$ cat src/rvseed_macros.svh
`ifndef RVSEED_MACROS_SVH
`define RVSEED_MACROS_SVH

// core address width in bits
`define RV_ADDR_W 32

// data width of the core port and every AXI beat
`define RV_DATA_W 64

// on-chip SRAM depth in doublewords
`define RV_MEM_WORDS 1024

// first byte of the memory window
`define RV_MEM_BASE 32'h8000_0000

// doublewords per 32-byte line
`define RV_LINE_BEATS 4

`endif

$ cat src/rvseed_mem_pkg.sv
`include "rvseed_macros.svh"

package rvseed_mem_pkg;

  // what the core asks for
  typedef enum logic [1:0] {
    READ_WORD,
    WRITE_WORD,
    READ_LINE,
    WRITE_LINE
  } cmd_kind_e;

  // AXI response codes, ordered so the larger value is the worse one
  typedef enum logic [1:0] {
    OKAY   = 2'b00,
    SLVERR = 2'b10
  } axi_resp_e;

  // only INCR bursts are issued
  localparam logic [1:0] BURST_INCR = 2'b01;
  // every beat carries a full doubleword
  localparam logic [2:0] AXI_SIZE_DW = 3'($clog2(`RV_DATA_W / 8));

  // core command, held stable while req is high
  typedef struct packed {
    cmd_kind_e                                   kind;
    logic [`RV_ADDR_W-1:0]                       addr;
    logic [`RV_DATA_W/8-1:0]                     wstrb;
    // word write uses doubleword 0 only
    logic [`RV_LINE_BEATS-1:0][`RV_DATA_W-1:0]   wline;
  } core_cmd_t;

  typedef struct packed {
    // word read fills doubleword 0 only
    logic [`RV_LINE_BEATS-1:0][`RV_DATA_W-1:0]   rline;
    axi_resp_e                                   resp;
  } core_rsp_t;

  typedef struct packed {
    logic [`RV_ADDR_W-1:0] addr;
    logic [7:0]            len;
    logic [2:0]            size;
    logic [1:0]            burst;
  } axi_ar_t;

  typedef struct packed {
    logic [`RV_ADDR_W-1:0] addr;
    logic [7:0]            len;
    logic [2:0]            size;
    logic [1:0]            burst;
  } axi_aw_t;

  typedef struct packed {
    logic [`RV_DATA_W-1:0]   data;
    logic [`RV_DATA_W/8-1:0] strb;
    logic                    last;
  } axi_w_t;

  typedef struct packed {
    logic [`RV_DATA_W-1:0] data;
    axi_resp_e             resp;
    logic                  last;
  } axi_r_t;

  typedef struct packed {
    axi_resp_e resp;
  } axi_b_t;

endpackage

$ cat src/axi_master_bridge.sv
`timescale 1ns/1ns
`include "rvseed_macros.svh"

module axi_master_bridge
  import rvseed_mem_pkg::*;
(
  input  logic      clock,
  input  logic      reset_n,
  // four-phase core port
  input  logic      req_i,
  input  core_cmd_t cmd_i,
  output logic      ack_o,
  output core_rsp_t rsp_o,
  // manager side of the AXI channels
  output axi_ar_t   ar_o,
  output logic      ar_valid_o,
  input  logic      ar_ready_i,
  input  axi_r_t    r_i,
  input  logic      r_valid_i,
  output logic      r_ready_o,
  output axi_aw_t   aw_o,
  output logic      aw_valid_o,
  input  logic      aw_ready_i,
  output axi_w_t    w_o,
  output logic      w_valid_o,
  input  logic      w_ready_i,
  input  axi_b_t    b_i,
  input  logic      b_valid_i,
  output logic      b_ready_o
);

  localparam int BEAT_W = $clog2(`RV_LINE_BEATS);

  typedef enum logic [2:0] {ST_IDLE, ST_ADDR, ST_DATA, ST_RESP, ST_ACK} state_e;

  state_e            state;
  logic              ack_q;
  core_rsp_t         rsp_q;
  logic [BEAT_W-1:0] beat_q;
  logic              is_write, is_line;
  logic [7:0]        burst_len;
  logic              ar_hs, r_hs, aw_hs, w_hs, b_hs;

  // command decode, cmd_i is stable for the whole transaction
  assign is_write  = cmd_i.kind inside {WRITE_WORD, WRITE_LINE};
  assign is_line   = cmd_i.kind inside {READ_LINE, WRITE_LINE};
  assign burst_len = is_line ? 8'(`RV_LINE_BEATS - 1) : 8'd0;

  assign ar_hs = ar_valid_o && ar_ready_i;
  assign r_hs  = r_valid_i && r_ready_o;
  assign aw_hs = aw_valid_o && aw_ready_i;
  assign w_hs  = w_valid_o && w_ready_i;
  assign b_hs  = b_valid_i && b_ready_o;

  // address channels
  assign ar_o.addr  = cmd_i.addr;
  assign ar_o.len   = burst_len;
  assign ar_o.size  = AXI_SIZE_DW;
  assign ar_o.burst = BURST_INCR;
  assign aw_o.addr  = cmd_i.addr;
  assign aw_o.len   = burst_len;
  assign aw_o.size  = AXI_SIZE_DW;
  assign aw_o.burst = BURST_INCR;
  assign ar_valid_o = (state == ST_ADDR) && !is_write;
  assign aw_valid_o = (state == ST_ADDR) && is_write;

  // write beats from wline, full strobes for a line
  assign w_o.data  = cmd_i.wline[beat_q];
  assign w_o.strb  = is_line ? '1 : cmd_i.wstrb;
  assign w_o.last  = beat_q == burst_len[BEAT_W-1:0];
  assign w_valid_o = (state == ST_DATA) && is_write;

  // always ready while waiting for R or B
  assign r_ready_o = (state == ST_DATA) && !is_write;
  assign b_ready_o = state == ST_RESP;

  assign ack_o = ack_q;
  assign rsp_o = rsp_q;

  always_ff @(posedge clock) begin
    if (!reset_n) begin
      state <= ST_IDLE;
      ack_q <= 1'b0;
    end else begin
      // rises a cycle into ACK, falls a cycle after req drops
      ack_q <= (state == ST_ACK) && req_i;
      case (state)
        ST_IDLE: if (req_i) state <= ST_ADDR;
        ST_ADDR: if (ar_hs || aw_hs) state <= ST_DATA;
        ST_DATA: begin
          if (r_hs && r_i.last) begin
            state <= ST_ACK;
          end else if (w_hs && w_o.last) begin
            state <= ST_RESP;
          end
        end
        ST_RESP: if (b_hs) state <= ST_ACK;
        // hold until the core closes the handshake
        ST_ACK:  if (ack_q && !req_i) state <= ST_IDLE;
        default: state <= ST_IDLE;
      endcase
    end
  end

  // beat counter and response gathering
  always_ff @(posedge clock) begin
    if (state == ST_IDLE && req_i) begin
      rsp_q.rline <= '0;
      rsp_q.resp  <= OKAY;
    end
    if (ar_hs || aw_hs) begin
      beat_q <= '0;
    end else if (r_hs || w_hs) begin
      beat_q <= beat_q + 1'b1;
    end
    if (r_hs) begin
      rsp_q.rline[beat_q] <= r_i.data;
      // keep the worst beat response
      if (r_i.resp > rsp_q.resp) begin
        rsp_q.resp <= r_i.resp;
      end
    end
    if (b_hs && (b_i.resp > rsp_q.resp)) begin
      rsp_q.resp <= b_i.resp;
    end
  end

endmodule

$ cat config.mk
export PLATFORM = sky130hd
export DESIGN_NAME = axi_master_bridge
export DESIGN_NICKNAME = d
export VERILOG_FILES = /design/src/rvseed_mem_pkg.sv /design/src/axi_master_bridge.sv
export VERILOG_INCLUDE_DIRS = /design/src /design/src/src
export SDC_FILE = /design/constraint.sdc
export NUM_CORES = 1
export LEC_CHECK = 0
export BUFFER_PORTS_ARGS = -buffer_cell sky130_fd_sc_hd__clkbuf_2
export CAP_MARGIN = 20
export CORE_AREA = 4 4 309 311
export DETAILED_ROUTE_END_ITERATION = 7
export DIE_AREA = 0 0 313 315
export PLACE_DENSITY = 0.33
export SLEW_MARGIN = 20
export SYNTH_ARGS = -nofsm -noshare
export SYNTH_HDL_FRONTEND = slang
export SYNTH_SLANG_ARGS = --single-unit
$ cat constraint.sdc
create_clock -name clock -period 1.9 [get_ports clock]
set_input_delay 0.095 -clock clock [delete_from_list [all_inputs] [get_ports clock]]
set_output_delay 0.095 -clock clock [all_outputs]
set_load 0.03 [all_outputs]
== Yosys cells after proc, flatten, opt, wreduce, memory -nomap -nowiden ==
Index checks and enable logic that the tools add are counted.

* Register bits: 264
* Input bits: 375
* Output and inout bits: 427
* Logic and storage cells: 68

* Add/sub/neg operators: 1
* $lt $le $gt $ge: 4
* Eq/ne operators: 13
* Mux-type cells: 18
* Reduce and logical (&&, ||, !) cells: 24

{| class="wikitable"
|+ Operator list
! kind !! count
|-
| $mux 258 || 2
|-
| $bwmux 256 || 1
|-
| $bmux 64 s2 || 1
|-
| $demux 64 s2 || 1
|-
| $mux 64 || 2
|-
| $mux 3 || 6
|-
| $logic_and 1x1->1 || 16
|-
| $pmux 3 s5 || 1
|-
| $mux 8 || 1
|-
| $eq 3x2->1 const B || 2
|-
| $mux 2 || 3
|-
| $ne 2x1->1 const B || 3
|-
| $reduce_and 5->1 || 1
|-
| $eq 2x2->1 const B || 2
|-
| $gt 2x2->1 || 2
|-
| $reduce_bool 2->1 || 2
|-
| $eq 3x1->1 const B || 1
|-
| $eq 3x3->1 const B || 1
|-
| $logic_not 3->1 || 1
|-
| $lt 2x3->1 const B || 1
|-
| $ne 3x1->1 const B || 1
|-
| $add 2x1->2 const B || 1
|-
| $eq 2x1->1 const B || 1
|-
| $eq 2x2->1 || 1
|-
| 4 further kinds || 6
|}

== Longest topological paths before layout ==
Gate-level depths: netlist of run 1.

* Depth in word-level cells: 8
* Mapped depth: 10
* Mapped depth without buffers: 6

== Worst setup path after synthesis of run 1 ==
OpenSTA, ideal clock, no wires.

* Path kind: flip-flop to flip-flop
* From: register beat_q[1]
* To: register rsp_q, in the netlist rsp_o[100]
* Arrival time: 2005 ps
* Path slack: -165 ps
* Stages on the path, launching flop included: 9
* Path buffers: 3
* Clock period less this slack: 2065 ps
* Cell sequence: dfxtp_1 -> buf_1 -> clkbuf_1 -> inv_1 -> ha_1 -> nand3_1 -> clkbuf_1 -> nand3_1 -> nand2_1

* Word-level cells in the longest chain between the ends: 6
* Elaborated cells on any way between the ends: 7
* Classes of those cells: order compare: 2; mux: 4; reduce/logical: 1

{| class="wikitable"
|+ Ends and longest elaborated chain
! what !! RTL line !! text
|-
| start, declared || axi_master_bridge.sv:39 || <nowiki>logic [BEAT_W-1:0] beat_q;</nowiki>
|-
| start signal, assigned || axi_master_bridge.sv:114 || <nowiki>beat_q <= beat_q + 1'b1;</nowiki>
|-
| $lt 2x3->1 (not written as such) or $ge 2x1->1 (tied branches) || axi_master_bridge.sv:117 || <nowiki>rsp_q.rline[beat_q] <= r_i.data;</nowiki>
|-
| $logic_and 1x1->1 (not written as such) || axi_master_bridge.sv:117 ||
|-
| $mux 64 (not written as such) || axi_master_bridge.sv:117 ||
|-
| $demux 64 s2 (*) || axi_master_bridge.sv:117 ||
|-
| $bwmux 256 (*) || axi_master_bridge.sv:117 ||
|-
| $mux 258 (*) || axi_master_bridge.sv:116 || <nowiki>if (r_hs) begin</nowiki>
|-
| end, declared || axi_master_bridge.sv:38 || <nowiki>core_rsp_t rsp_q;</nowiki>
|}

Mark *: on every way between the ends. The rest lies on a longest branch, timed or not.
A chain may end at the register's enable or synchronous reset.

==> metrics.md, run 1 <==
| Metric | Value |
|---|---|
| P&R area growth vs syn | 58.4% |
| DP Area | 0.0166 mm2 |
| Share of post-route cells with drive strength above 1 | 43.9% |
| TritonCTS clock tree | built |
| GRT Max-Usage Layer | met2 |
| Final net count | between 2000 and 2500 |
| Clock share of power | 25.4% |
| RD Place Congestion | 0.904 |
| Worst Setup SP | beat_q[0] |
| Slew headroom | 47.8% |
| Initial antenna violation count | 9 |
| Post-DRT Antenna Nets | 0 |
| Count leader, synth | nand2_1 |
| CP Max Fanout | 7 |
| Final setup fails | between 60 and 70 |
| Total die area | 0.0986 mm2 |
| Hold Vio Cnt, Final | 0 |
| Avg Synthesized Cell Area | 8.73 um2 |
| Sink of the worst hold path | beat_q[0] |
| Sequential-to-total area share from yosys stat | 43.8% |
| Share of the synthesized area in the top cell type | 43.8% |
| Vias in the first global route | approximately 13000 |
| Die X | 313 um |
| Critical path type | flop to output pin |
| YS warnings | 0 |
| DRT iter0 DRCs | 690 |
| Mapped Area | ~0.012 mm2 |
| P_sw | 0.0102 W |
| Dpl ws | 129 ps |
| Clock-pin slew on the worst setup and hold paths | roughly 60 ps |
| Gr usage total | between 10% and 20% |
| CTS Buffer Depth | 3 |
| RSZ-0062 raised after global routing | yes |
| Final instance area | 0.0191 mm2 |
| Yosys reg bits | 264 |
| Count of different cell masters after synthesis | 41 |
| Vias/cell | 3.70 |
| Clock skew | 20.9 ps |
| TritonCTS Sinks | 264 |
| Combinational power share | 49.1% |
| Fill cell count | 10400 |
| FF-to-FF Start | state[0] |
| Largest net degree at the start of global routing | 112 |
| Average wire per standard cell | 22.7 um |
| Met1 Track Usage GR | 13.9% |
| Failing checks | setup timing |
| Reg-to-reg endpoint | rsp_o[50] |
| Top FF cell, synth | dfxtp_1 |
| Hold Path Origin | ar_ready_i |
| FF-to-FF setup slack | 20 ps |
| Crit path required time | 1800 ps |
| Multi-input combinational cell area | 0.00557 mm2 |
| Post-synth EDFFs | 0 |
| DP Wirelength | between 60000 and 70000 um |
| Worst skew pair latency | 520 ps |
| TritonCTS buffer count | 34 |
| Ant. Diodes | 0 |
| Max-cap violations | 0 |
| Die extent in y | 315 um |
| GR Layer Usage met2 | 29.9% |
| Maximum VDD drop | 0.000667 V |
| CORE AREA | 0.0928 mm2 |
| Sequential power share | 25.6% |
| Wirelength, routed | 75600 um |
| DRC violations left | 0 |
| Worst-Margin Slew | 783 ps |
| CP max-delay cell | mux4_2 |
| Total power | 0.0249 W |
| Final hold slack | 95.8 ps |
| Crit-path leading delay family | multiplexers |
| Hold Crit Depth | 4 |
| Starting density of the core | 13.0% |
| Top post-synthesis cells by area | dfxtp_1 (44%), nand2_1 (16%), mux4_2 (12%) |
| Power Density | 1300 mW/mm2 |
| Max Freq | approximately 0.47 GHz |
| FF-to-FF path depth | 4 |
| Met3 Use GR | a little under 3% |
| Drt first pass iters | 6 |
| Outcome | complete, but fails checks |
| Startpoint class of the critical path | flop |
| Io pins | 802 |
| Final Max Tran Viols | 0 |
| P_int | 0.0147 W |
| Global-route wire length before repair | around 100000 um |
| Clock H-tree levels | 2 |
| Synth Instances | 1383 |
| Cell Rows | around 110 |
| Register Area | 0.00530 mm2 |
| Leakage power | 9.41 nW |
| GRT overflow | 0 |
| Switching part of the total power | 41.1% |
| Synth area leader | dfxtp_1 |
| Worst setup EP type | output pin |
| Clock Tree Root | clkbuf_16 |
| Arr. time, crit path | 2020 ps |
| FFs w/ async S/R, synth | 0% |
| Top post-synthesis cells by count | nand2_1 (521), dfxtp_1 (264), nand3_1 (232) |
| Final worst-path cycle share | 111% |
| Slowest Stage Delay on Critical Path | 610 ps |
| Cell repeated most along the worst path | buf_8 |
| Detailed-route via count | 12300 |
| Min-Delay Path Class | input port to flop |
| CP cell instances | buf_12, buf_8, mux4_2, buf_8 |
| Final setup margin | -218 ps |
| Worst Path Buf+Inv | 3 |
| Min Tclk post-route | 2120 ps |
| Port Buffers | 683 |
## power groups by stage
stage                     sequential [W]  combinational (W)  clock, W
after floorplan                  0.00719            0.00592         0
after global placement           0.00653             0.0106         0
after detailed placement         0.00655             0.0107         0
after CTS                        0.00637             0.0121   0.00665
after global routing             0.00643             0.0128   0.00681
final                            0.00637             0.0122   0.00632
## worst max-delay path by stage
stage | end | depth (start not counted)
3_3_place_gp | beat_q[1] | 5
4_1_cts | w_o[66] | 4
2_1_floorplan | rsp_o[46] | 9
5_1_grt | w_o[53] | 4
3_5_place_dp | beat_q[1] | 5
6_report | w_o[63] | 4
## layer usage
| layer | vias to the layer above | wire, um |
|---|---|---|
| met2 | 529 | 43200 |
| met1 | 5884 | 25200 |
| li1 | 5827 | - |
| met3 | 98 | 4240 |
| met4 | 2 | 3040 |
| met5 | - | 8 |
## area by class of cell
class,instances,area share (%)
Multi-Input combinational cell,937,29.1
Clock buffer,50,5.20
Sequential cell,264,27.7
Tap cell,1254,8.21
Inverter,8,0.157
Timing Repair Buffer,811,29.2
Clock inverter,8,0.393
## stage by stage
| stage | TNS (ps) | util (%) | std cells |
|---|---|---|---|
| after CTS | -15810 | 20.4 | 3326 |
| after detailed placement | 0 | 17.9 | 3189 |
| after floorplan | 0 | - | 1403 |
| after global placement | 0 | 17.9 | 3189 |
| after global routing | -15860 | 20.6 | 3332 |
| final | -9840 | 20.6 | 3332 |
## cell families (layout without fill, tap and decap cells)
logic type	count (synthesis)	after routing	synth area share (%)
AOI/OAI and AO/OA	14	14	0.933
muxes	70	70	12.5
other	2	22	0.0622
buffers and inverters	202	877	11.5
DFF	264	264	43.8
and+or+nand+nor	822	822	30.4
adders and majority gates	8	8	0.829
xor gates and xnor gates	1	1	0.0726
## placed cells by master, fill, tap and decap left out, types with 3 or more instances in the layout
cell type,Yosys,final
buf_8,0,20
nor2_1,7,6
nand3_1,232,228
dfxtp_1,264,260
a21oi_1,4,4
clkbuf_4,0,5
nand2_1,521,520
dlygate4sd3_1,0,71
nor2b_1,5,5
buf_4,97,23
clkbuf_1,27,11
mux2i_1,4,4
inv_1,8,8
mux4_2,64,64
clkbuf_2,0,618
buf_6,29,15
conb_1,2,22
nand3_2,30,30
buf_16,0,3
nand3_4,0,4
or2_2,8,8
clkbuf_8,0,23
and3_4,0,3
clkbuf_16,0,41
clkinv_2,0,4
ha_1,8,7
buf_12,0,30
## flip-flops by register name (all words and copies together) (netlist names)
signal and flops:
beat_q 2, state 3, rsp_o 258, ack_o 1
## worst min-delay path: cells and delay by family
family	cells	cell delay [ps]
buffers and inverters	1	80
multiplexers	1	120
AND/OR/NAND/NOR	2	300
## what timing repair did
action,4_1_cts,5_1_grt
cloned,1,3
pin swaps,0,1
setup endpoints to repair,68,99
hold buffers,71,0
buffers inserted,7,4
resized for setup,114,48
hold endpoints to repair,262,0
Note: power is estimated with default switching activity, not from simulation.
==> inputs of run 2 (changes only) <==
--- a/config.mk
+++ b/config.mk
@@ -6,11 +6,12 @@
 export SDC_FILE = /design/constraint.sdc
 export NUM_CORES = 1
 export LEC_CHECK = 0
+export ABC_AREA = 1
 export BUFFER_PORTS_ARGS = -buffer_cell sky130_fd_sc_hd__clkbuf_2
 export CAP_MARGIN = 20
-export CORE_AREA = 4 4 309 311
+export CORE_AREA = 4 4 306 308
 export DETAILED_ROUTE_END_ITERATION = 7
-export DIE_AREA = 0 0 313 315
+export DIE_AREA = 0 0 310 312
 export PLACE_DENSITY = 0.33
 export SLEW_MARGIN = 20
 export SYNTH_ARGS = -nofsm -noshare
==> metrics.md, run 2 <==
| Metric | Value |
|---|---|
| Dpl cells | 3232 (was 3189) |
| P&R area growth vs syn | 72.4% (was 58.4%) |
| Port Buffers | 683 (unchanged) |
| Average wire per standard cell | 23.5 um (was 22.7 um) |
| Hold Vio Cnt, Final | 0 (unchanged) |
| Share of the synthesized area in the top cell type | 43.4% (was 43.8%) |
| Max Freq | 0.480 GHz (was 0.472 GHz) |
| Critical path type | flop to output pin (unchanged) |
| Top FF cell, synth | dfxtp_1 (unchanged) |
| Clock share of power | 20.7% (was 25.4%) |
| Crit-path leading delay family | buffers and inverters (was multiplexers) |
| Worst Path Buf+Inv | 6 (was 3) |
| DP Wirelength | 60200 um (about the same) |
| Avg Synthesized Cell Area | 8.16 um2 (was 8.73 um2) |
| Detailed-route via count | 13800 (was 12300) |
| FFs w/ async S/R, synth | 0% (unchanged) |
| Commonest cells after routing, fill and taps aside | clkbuf_2 (618), nand3_1 (264), dfxtp_1 (261), o21ai_1 (204), o21ai_2 (145) (was clkbuf_2 (618), nand2_1 (520), dfxtp_1 (260), nand3_1 (228), dlygate4sd3_1 (71)) |
| Share of post-route cells with drive strength above 1 | 51.2% (was 43.9%) |
| Min Tclk post-route | 2080 ps (was 2120 ps) |
| Power Density | 1330 mW/mm2 (was 1300 mW/mm2) |
| Failing checks | setup timing (unchanged) |
| Worst setup EP type | output pin (unchanged) |
| Synth Instances | 1492 (was 1383) |
| Startpoint class of the critical path | flop (unchanged) |
| Max-cap violations | 0 (unchanged) |
| DRC violations left | 0 (unchanged) |
| Die extent in y | 312 um (was 315 um) |
| Clock-pin slew on the worst setup and hold paths | 60 ps (about the same) |
| RD Place Congestion | 0.946 (was 0.904) |
| Clock H-tree levels | 1 (was 2) |
| Number of flip-flops under the largest register name | 258 (unchanged) |
| DP Area | 0.0164 mm2 (was 0.0166 mm2) |
| Final instance area | 0.0210 mm2 (was 0.0191 mm2) |
| Cell repeated most along the worst path | buf_12 (was buf_8) |
| Count of different cell masters after synthesis | 27 (was 41) |
| CP Max Fanout | 8 (was 7) |
| Most common cell after layout, fill and taps aside | clkbuf_2 (unchanged) |
| Starting density of the core | 13.4% (was 13.0%) |
| Top post-synthesis cells by count | dfxtp_1 (264), nand3_1 (264), o21ai_1 (165) (was nand2_1 (521), dfxtp_1 (264), nand3_1 (232)) |
| Post-synth EDFFs | 0 (unchanged) |
| Non-Filler Instances | 3418 (was 3332) |
| Sequential-to-total area share from yosys stat | 43.4% (was 43.8%) |
| Outcome | complete, but fails checks (unchanged) |
| Global-route wire length before repair | 105000 um (was 101000 um) |
| TritonCTS clock tree | built (unchanged) |
| DRT iter0 DRCs | 625 (was 690) |
| Gr usage total | 14.9% (was 14.4%) |
| Cell Rows | 111 (was 112) |
| Min-Delay Path Class | input port to flop (unchanged) |
| CORE AREA | 0.0911 mm2 (was 0.0928 mm2) |
| CP cell instances | buf_12, buf_12, buf_16, buf_12, nor2_4, o22ai_4, buf_6, buf_12 (was buf_12, buf_8, mux4_2, buf_8) |
| Maximum VDD drop | 0.000655 V (was 0.000667 V) |
| Total die area | 0.0967 mm2 (was 0.0986 mm2) |
| Final net count | 2591 (was 2439) |
| TritonCTS buffer count | 30 (was 34) |
| Clock Tree Root | clkbuf_16 (unchanged) |
| Final setup margin | -183 ps (was -218 ps) |
| Leakage power | 9.28 nW (was 9.41 nW) |
| Final worst-path cycle share | 110% (was 111%) |
| Post-DRT Antenna Nets | 0 (unchanged) |
| Final setup fails | 64 (was 65) |
| Io pins | 802 (unchanged) |
| Switching part of the total power | 43.3% (was 41.1%) |
| Synth area leader | dfxtp_1 (unchanged) |
| Dpl ws | 70.8 ps (was 129 ps) |
| Wirelength, routed | 80400 um (was 75600 um) |
| P_int | 0.0158 W (was 0.0147 W) |
| YS warnings | 0 (unchanged) |
| Final Max Tran Viols | 0 (unchanged) |
| CTS Buffer Depth | 3 (unchanged) |
| Sequential power share | 22.8% (was 25.6%) |
| Top post-synthesis cells by area | dfxtp_1 (43%), nand3_1 (11%), o21ai_1 (6.8%) (was dfxtp_1 (44%), nand2_1 (16%), mux4_2 (12%)) |
| Hold Crit Depth | 5 (was 4) |
| Arr. time, crit path | 1990 ps (was 2020 ps) |
| Vias in the first global route | 13700 (was 12600) |
| FF-to-FF path depth | 8 (was 4) |
| Die X | 310 um (was 313 um) |
| Levels on crit path | 8 (was 4) |
| Crit path required time | 1800 ps (about the same) |
| Largest net degree at the start of global routing | 77 (was 112) |
| Yosys reg bits | 264 (unchanged) |
| GRT overflow | 0 (unchanged) |
| Drt first pass iters | 4 (was 6) |
| Clock skew | 9.37 ps (was 20.9 ps) |
| Combinational power share | 56.6% (was 49.1%) |
| Slowest Stage Delay on Critical Path | 370 ps (was 610 ps) |
| TritonCTS Sinks | 264 (unchanged) |
| CP max-delay cell | dfxtp_4 (was mux4_2) |
| P_sw | 0.0120 W (was 0.0102 W) |
| RSZ-0062 raised after global routing | yes (unchanged) |
| Vias/cell | 4.03 (was 3.70) |
| Mapped Area | 0.0122 mm2 (was 0.0121 mm2) |
| Initial antenna violation count | 16 (was 9) |
| Worst skew pair latency | 570 ps (was 520 ps) |
==> run 2: cell count changes in the layout (fill, tap and decap cells not counted), moves of 33 or more <==
cell / previous run / this run
nand3_1: 228 / 264
nor2_1: 6 / 90
buf_4: 23 / 56
nand2_1: 520 / 22
inv_1: 8 / 82
o21ai_1: 0 / 204
o21ai_2: 0 / 145
mux4_2: 64 / 0
==> run 2: worst paths after layout <==
kind          endpoint  slack [ps]       start
max            w_o[41]        -180   beat_q[0]
min           state[1]          80  cmd_i[296]
max reg2reg  rsp_o[43]         100   beat_q[0]
min reg2reg  rsp_o[33]         470   rsp_o[33]
==> run 2: worst min-delay path, stage by stage <==
cell,delay (ps)
clkbuf_2,170
o31ai_1,120
nand3_1,80
nand2_1,40
a21oi_1,100
==> run 2: cell families after synthesis <==
group                    share of synthesized area, %
AO/OA/AOI/OAI                                    22.6
adder cells (fa/ha/maj)                         0.822
AND/OR/NAND/NOR                                  17.1
flip-flops                                       43.4
other                                          0.0617
buffers and inverters                            16.0
==> run 2: power by group through the flow <==
| stage | sequential, W | clock [W] | combinational (W) |
|---|---|---|---|
| after detailed placement | 0.00642 | 0 | 0.0105 |
| final | 0.00632 | 0.00575 | 0.0157 |
| after global placement | 0.00641 | 0 | 0.0105 |
| after floorplan | 0.00716 | 0 | 0.00527 |
| after global routing | 0.00638 | 0.00619 | 0.0165 |
| after CTS | 0.00632 | 0.00600 | 0.0139 |
==> run 2: through the flow <==
step	hold slack [ps]	utilization, %	total power, W	setup TNS, ps
floorplan	214	-	0.0124	0
global placement	190	18.0	0.0169	0
detailed placement	190	18.0	0.0170	0
CTS	53.6	21.7	0.0262	-11750
global route	127	23.0	0.0290	-10080
finish	83.7	23.0	0.0278	-5600
==> run 2: routing by layer <==
| layer | wire length (um) | track usage [%] |
|---|---|---|
| met5 | 54 | 0 |
| met2 | 43700 | 28.8 |
| met1 | 29100 | 15.8 |
| met4 | 3430 | 6.13 |
| met3 | 4210 | 2.66 |
==> run 2: area by class of cell <==
cell class	instances	area, um2
Fill cell	10200	70100
Clock inverter	9	110
Tap cell	1186	1480
Sequential cell	264	5290
Inverter	85	360
Timing Repair Buffer	879	6620
Antenna cell	3	7.51
Multi-Input combinational cell	945	6220
Clock buffer	44	853
Timing Repair inverter	3	31.3
==> run 2: what timing repair did <==
action / CTS / global route
cloned: 13 / 16
buffers inserted: 16 / 15
resized for setup: 329 / 262
setup endpoints to repair: 64 / 205
hold buffers: 79 / 0
pin swaps: 41 / 64
hold endpoints to repair: 264 / 0
==> inputs of run 3 (changes only) <==
--- a/config.mk
+++ b/config.mk
@@ -12,7 +12,8 @@
 export CORE_AREA = 4 4 306 308
 export DETAILED_ROUTE_END_ITERATION = 7
 export DIE_AREA = 0 0 310 312
-export PLACE_DENSITY = 0.33
+export PLACE_DENSITY = 0.43
+export SETUP_SLACK_MARGIN = 0.05
 export SLEW_MARGIN = 20
 export SYNTH_ARGS = -nofsm -noshare
 export SYNTH_HDL_FRONTEND = slang
==> metrics.md, run 3 (synthesis results as in run 2) <==
| Metric | Value |
|---|---|
| Outcome | complete, but fails checks (unchanged) |
| Failing checks | setup timing (unchanged) |
| Reg-to-reg endpoint | rsp_o[154] (was rsp_o[43]) |
| Drt first pass iters | 7 (was 4) |
| Hold Path Origin | cmd_i[296] (unchanged) |
| Min-Delay Path Class | input port to flop (unchanged) |
| Total power | 0.0279 W (was 0.0278 W) |
| Io pins | 802 (unchanged) |
| Number of flip-flops under the largest register name | 258 (unchanged) |
| CP cell instances | buf_12, buf_6, buf_16, o21ai_0, o22ai_2, buf_12 (was buf_12, buf_12, buf_16, buf_12, nor2_4, o22ai_4, buf_6, buf_12) |
| Vias in the first global route | 13000 (was 13700) |
| Worst skew pair latency | 580 ps (was 570 ps) |
| DP Wirelength | 56500 um (was 60200 um) |
| Total die area | 0.0967 mm2 (unchanged) |
| TritonCTS buffer count | 30 (unchanged) |
| Final hold slack | 46.5 ps (was 83.7 ps) |
| FF-to-FF setup slack | 100 ps (about the same) |
| Dpl cells | 3243 (was 3232) |
| CP Max Fanout | 8 (unchanged) |
| Hold Vio Cnt, Final | 0 (unchanged) |
| Clock-pin slew on the worst setup and hold paths | 50 ps (was 60 ps) |
| Average wire per standard cell | 20.7 um (was 23.5 um) |
| Leakage power | 9.21 nW (was 9.28 nW) |
| FF-to-FF Start | beat_q[0] (unchanged) |
| Final worst-path cycle share | 110% (about the same) |
| Largest net degree at the start of global routing | 65 (was 77) |
| Clock skew | 23.1 ps (was 9.37 ps) |
| Die X | 310 um (unchanged) |
| Power Density | 1360 mW/mm2 (was 1330 mW/mm2) |
| CTS Buffer Depth | 3 (unchanged) |
| Share of post-route cells with drive strength above 1 | 48.8% (was 51.2%) |
| Arr. time, crit path | 1990 ps (about the same) |
| Detailed-route via count | 13300 (was 13800) |
| Clock Tree Root | clkbuf_16 (unchanged) |
| TritonCTS clock tree | built (unchanged) |
| RSZ-0062 raised after global routing | yes (unchanged) |
| Cell Rows | 111 (unchanged) |
| Commonest cells after routing, fill and taps aside | clkbuf_2 (617), nand3_1 (262), dfxtp_1 (262), o21ai_1 (202), o21ai_2 (123) (was clkbuf_2 (618), nand3_1 (264), dfxtp_1 (261), o21ai_1 (204), o21ai_2 (145)) |
| Wirelength, routed | 70800 um (was 80400 um) |
| Dpl ws | 12.6 ps (was 70.8 ps) |
| P&R area growth vs syn | 68.4% (was 72.4%) |
| Port Buffers | 683 (unchanged) |
| Final Max Tran Viols | 0 (unchanged) |
| Final net count | 2586 (was 2591) |
| Min Tclk post-route | 2080 ps (about the same) |
| Final setup margin | -181 ps (was -183 ps) |
| Post-layout util | 22.5% (was 23.0%) |
| Initial antenna violation count | 13 (was 16) |
| Worst Setup SP | beat_q[0] (unchanged) |
| Clock H-tree levels | 1 (unchanged) |
| FF-to-FF path depth | 8 (unchanged) |
| Final setup fails | 65 (was 64) |
| Sink of the worst hold path | state[0] (was state[1]) |
| Non-Filler Instances | 3412 (was 3418) |
| Critical path type | flop to output pin (unchanged) |
| Slowest Stage Delay on Critical Path | 420 ps (was 370 ps) |
| Maximum VDD drop | 0.000714 V (was 0.000655 V) |
| Crit path required time | 1800 ps (about the same) |
| RD Place Congestion | 0.835 (was 0.946) |
| TritonCTS Sinks | 264 (unchanged) |
| GRT overflow | 0 (unchanged) |
| CP max-delay cell | dfxtp_4 (unchanged) |
| Global-route wire length before repair | 95600 um (was 105000 um) |
| CORE AREA | 0.0911 mm2 (unchanged) |
| Gr usage total | 13.6% (was 14.9%) |
| Worst Path Buf+Inv | 4 (was 6) |
| Most common cell after layout, fill and taps aside | clkbuf_2 (unchanged) |
| Hold Crit Depth | 5 (unchanged) |
| Post-DRT Antenna Nets | 0 (unchanged) |
| Crit-path leading delay family | buffers and inverters (unchanged) |
| Max Freq | 0.481 GHz (was 0.480 GHz) |
| Startpoint class of the critical path | flop (unchanged) |
| Cell repeated most along the worst path | buf_12 (unchanged) |
| DRC violations left | 0 (unchanged) |
| Die extent in y | 312 um (unchanged) |
| DRT iter0 DRCs | 654 (was 625) |
| Vias/cell | 3.89 (was 4.03) |
| Worst setup EP type | output pin (unchanged) |
| Max-cap violations | 0 (unchanged) |
| Starting density of the core | 13.4% (unchanged) |
## run 3: cell count changes in the layout (fill, tap and decap cells not counted), sizes merged
cell / delta
bufbuf: +2
diode: -1
buf: +8
clkbuf: -15
dlygate4sd3: -2
bufinv: +2
## run 3: worst reg2reg max path, delay by kind of cell (launching register included)
family | cells | cell delay, ps
AOI/OAI and AO/OA | 1 | 90
DFF | 1 | 420
buffers and inverters | 4 | 710
adders and majority gates | 1 | 220
and+or+nand+nor | 2 | 310
## run 3: final cells by class
class | count | area, um2
well taps | 1186 | 1480
diodes | 2 | 5.00
clock inverters | 14 | 210
inverters | 85 | 339
clock buffers | 39 | 855
fillers | 10100 | 70600
repair buffers | 877 | 6520
multi-input cells | 945 | 5790
flip-flops and latches | 264 | 5290
## run 3: where the power goes
group	switching, W	internal (W)
sequential	0.000318	0.00600
combinational	0.00902	0.00633
clock	0.00248	0.00372
total	0.0118	0.0161
## run 3: how the worst max path moves through the flow
stage / depth (start not counted) / end / slack, ps
4_1_cts: 7 / w_o[18] / -270
5_1_grt: 7 / w_o[16] / -260
3_5_place_dp: 5 / w_o[30] / 10
3_3_place_gp: 5 / w_o[30] / -7
6_report: 6 / w_o[34] / -180
2_1_floorplan: 9 / rsp_o[37] / 130
## run 3: repair_timing
action	in CTS	in global routing
hold buffers	77	0
hold endpoints to repair	264	0
cloned	10	4
pin swaps	49	56
resized for setup	200	183
setup buffers	20	7
setup endpoints to repair	67	73
## run 3: per-layer routing
layer / vias to the layer above / GRT usage (%) / wire [um]
li1: 6494 / - / -
met1: 6088 / 14.4 / 25500
met2: 560 / 25.7 / 36900
met3: 121 / 4.00 / 5970
met4: 2 / 3.88 / 2460
met5: - / 0 / 13
## run 3: per-stage QoR
step | area [um2] | TNS (ps)
floorplan | 12200 | 0
global placement | 16900 | -6.81
detailed placement | 16900 | 0
CTS | 19900 | -12530
global route | 20500 | -12660
finish | 20500 | -6850
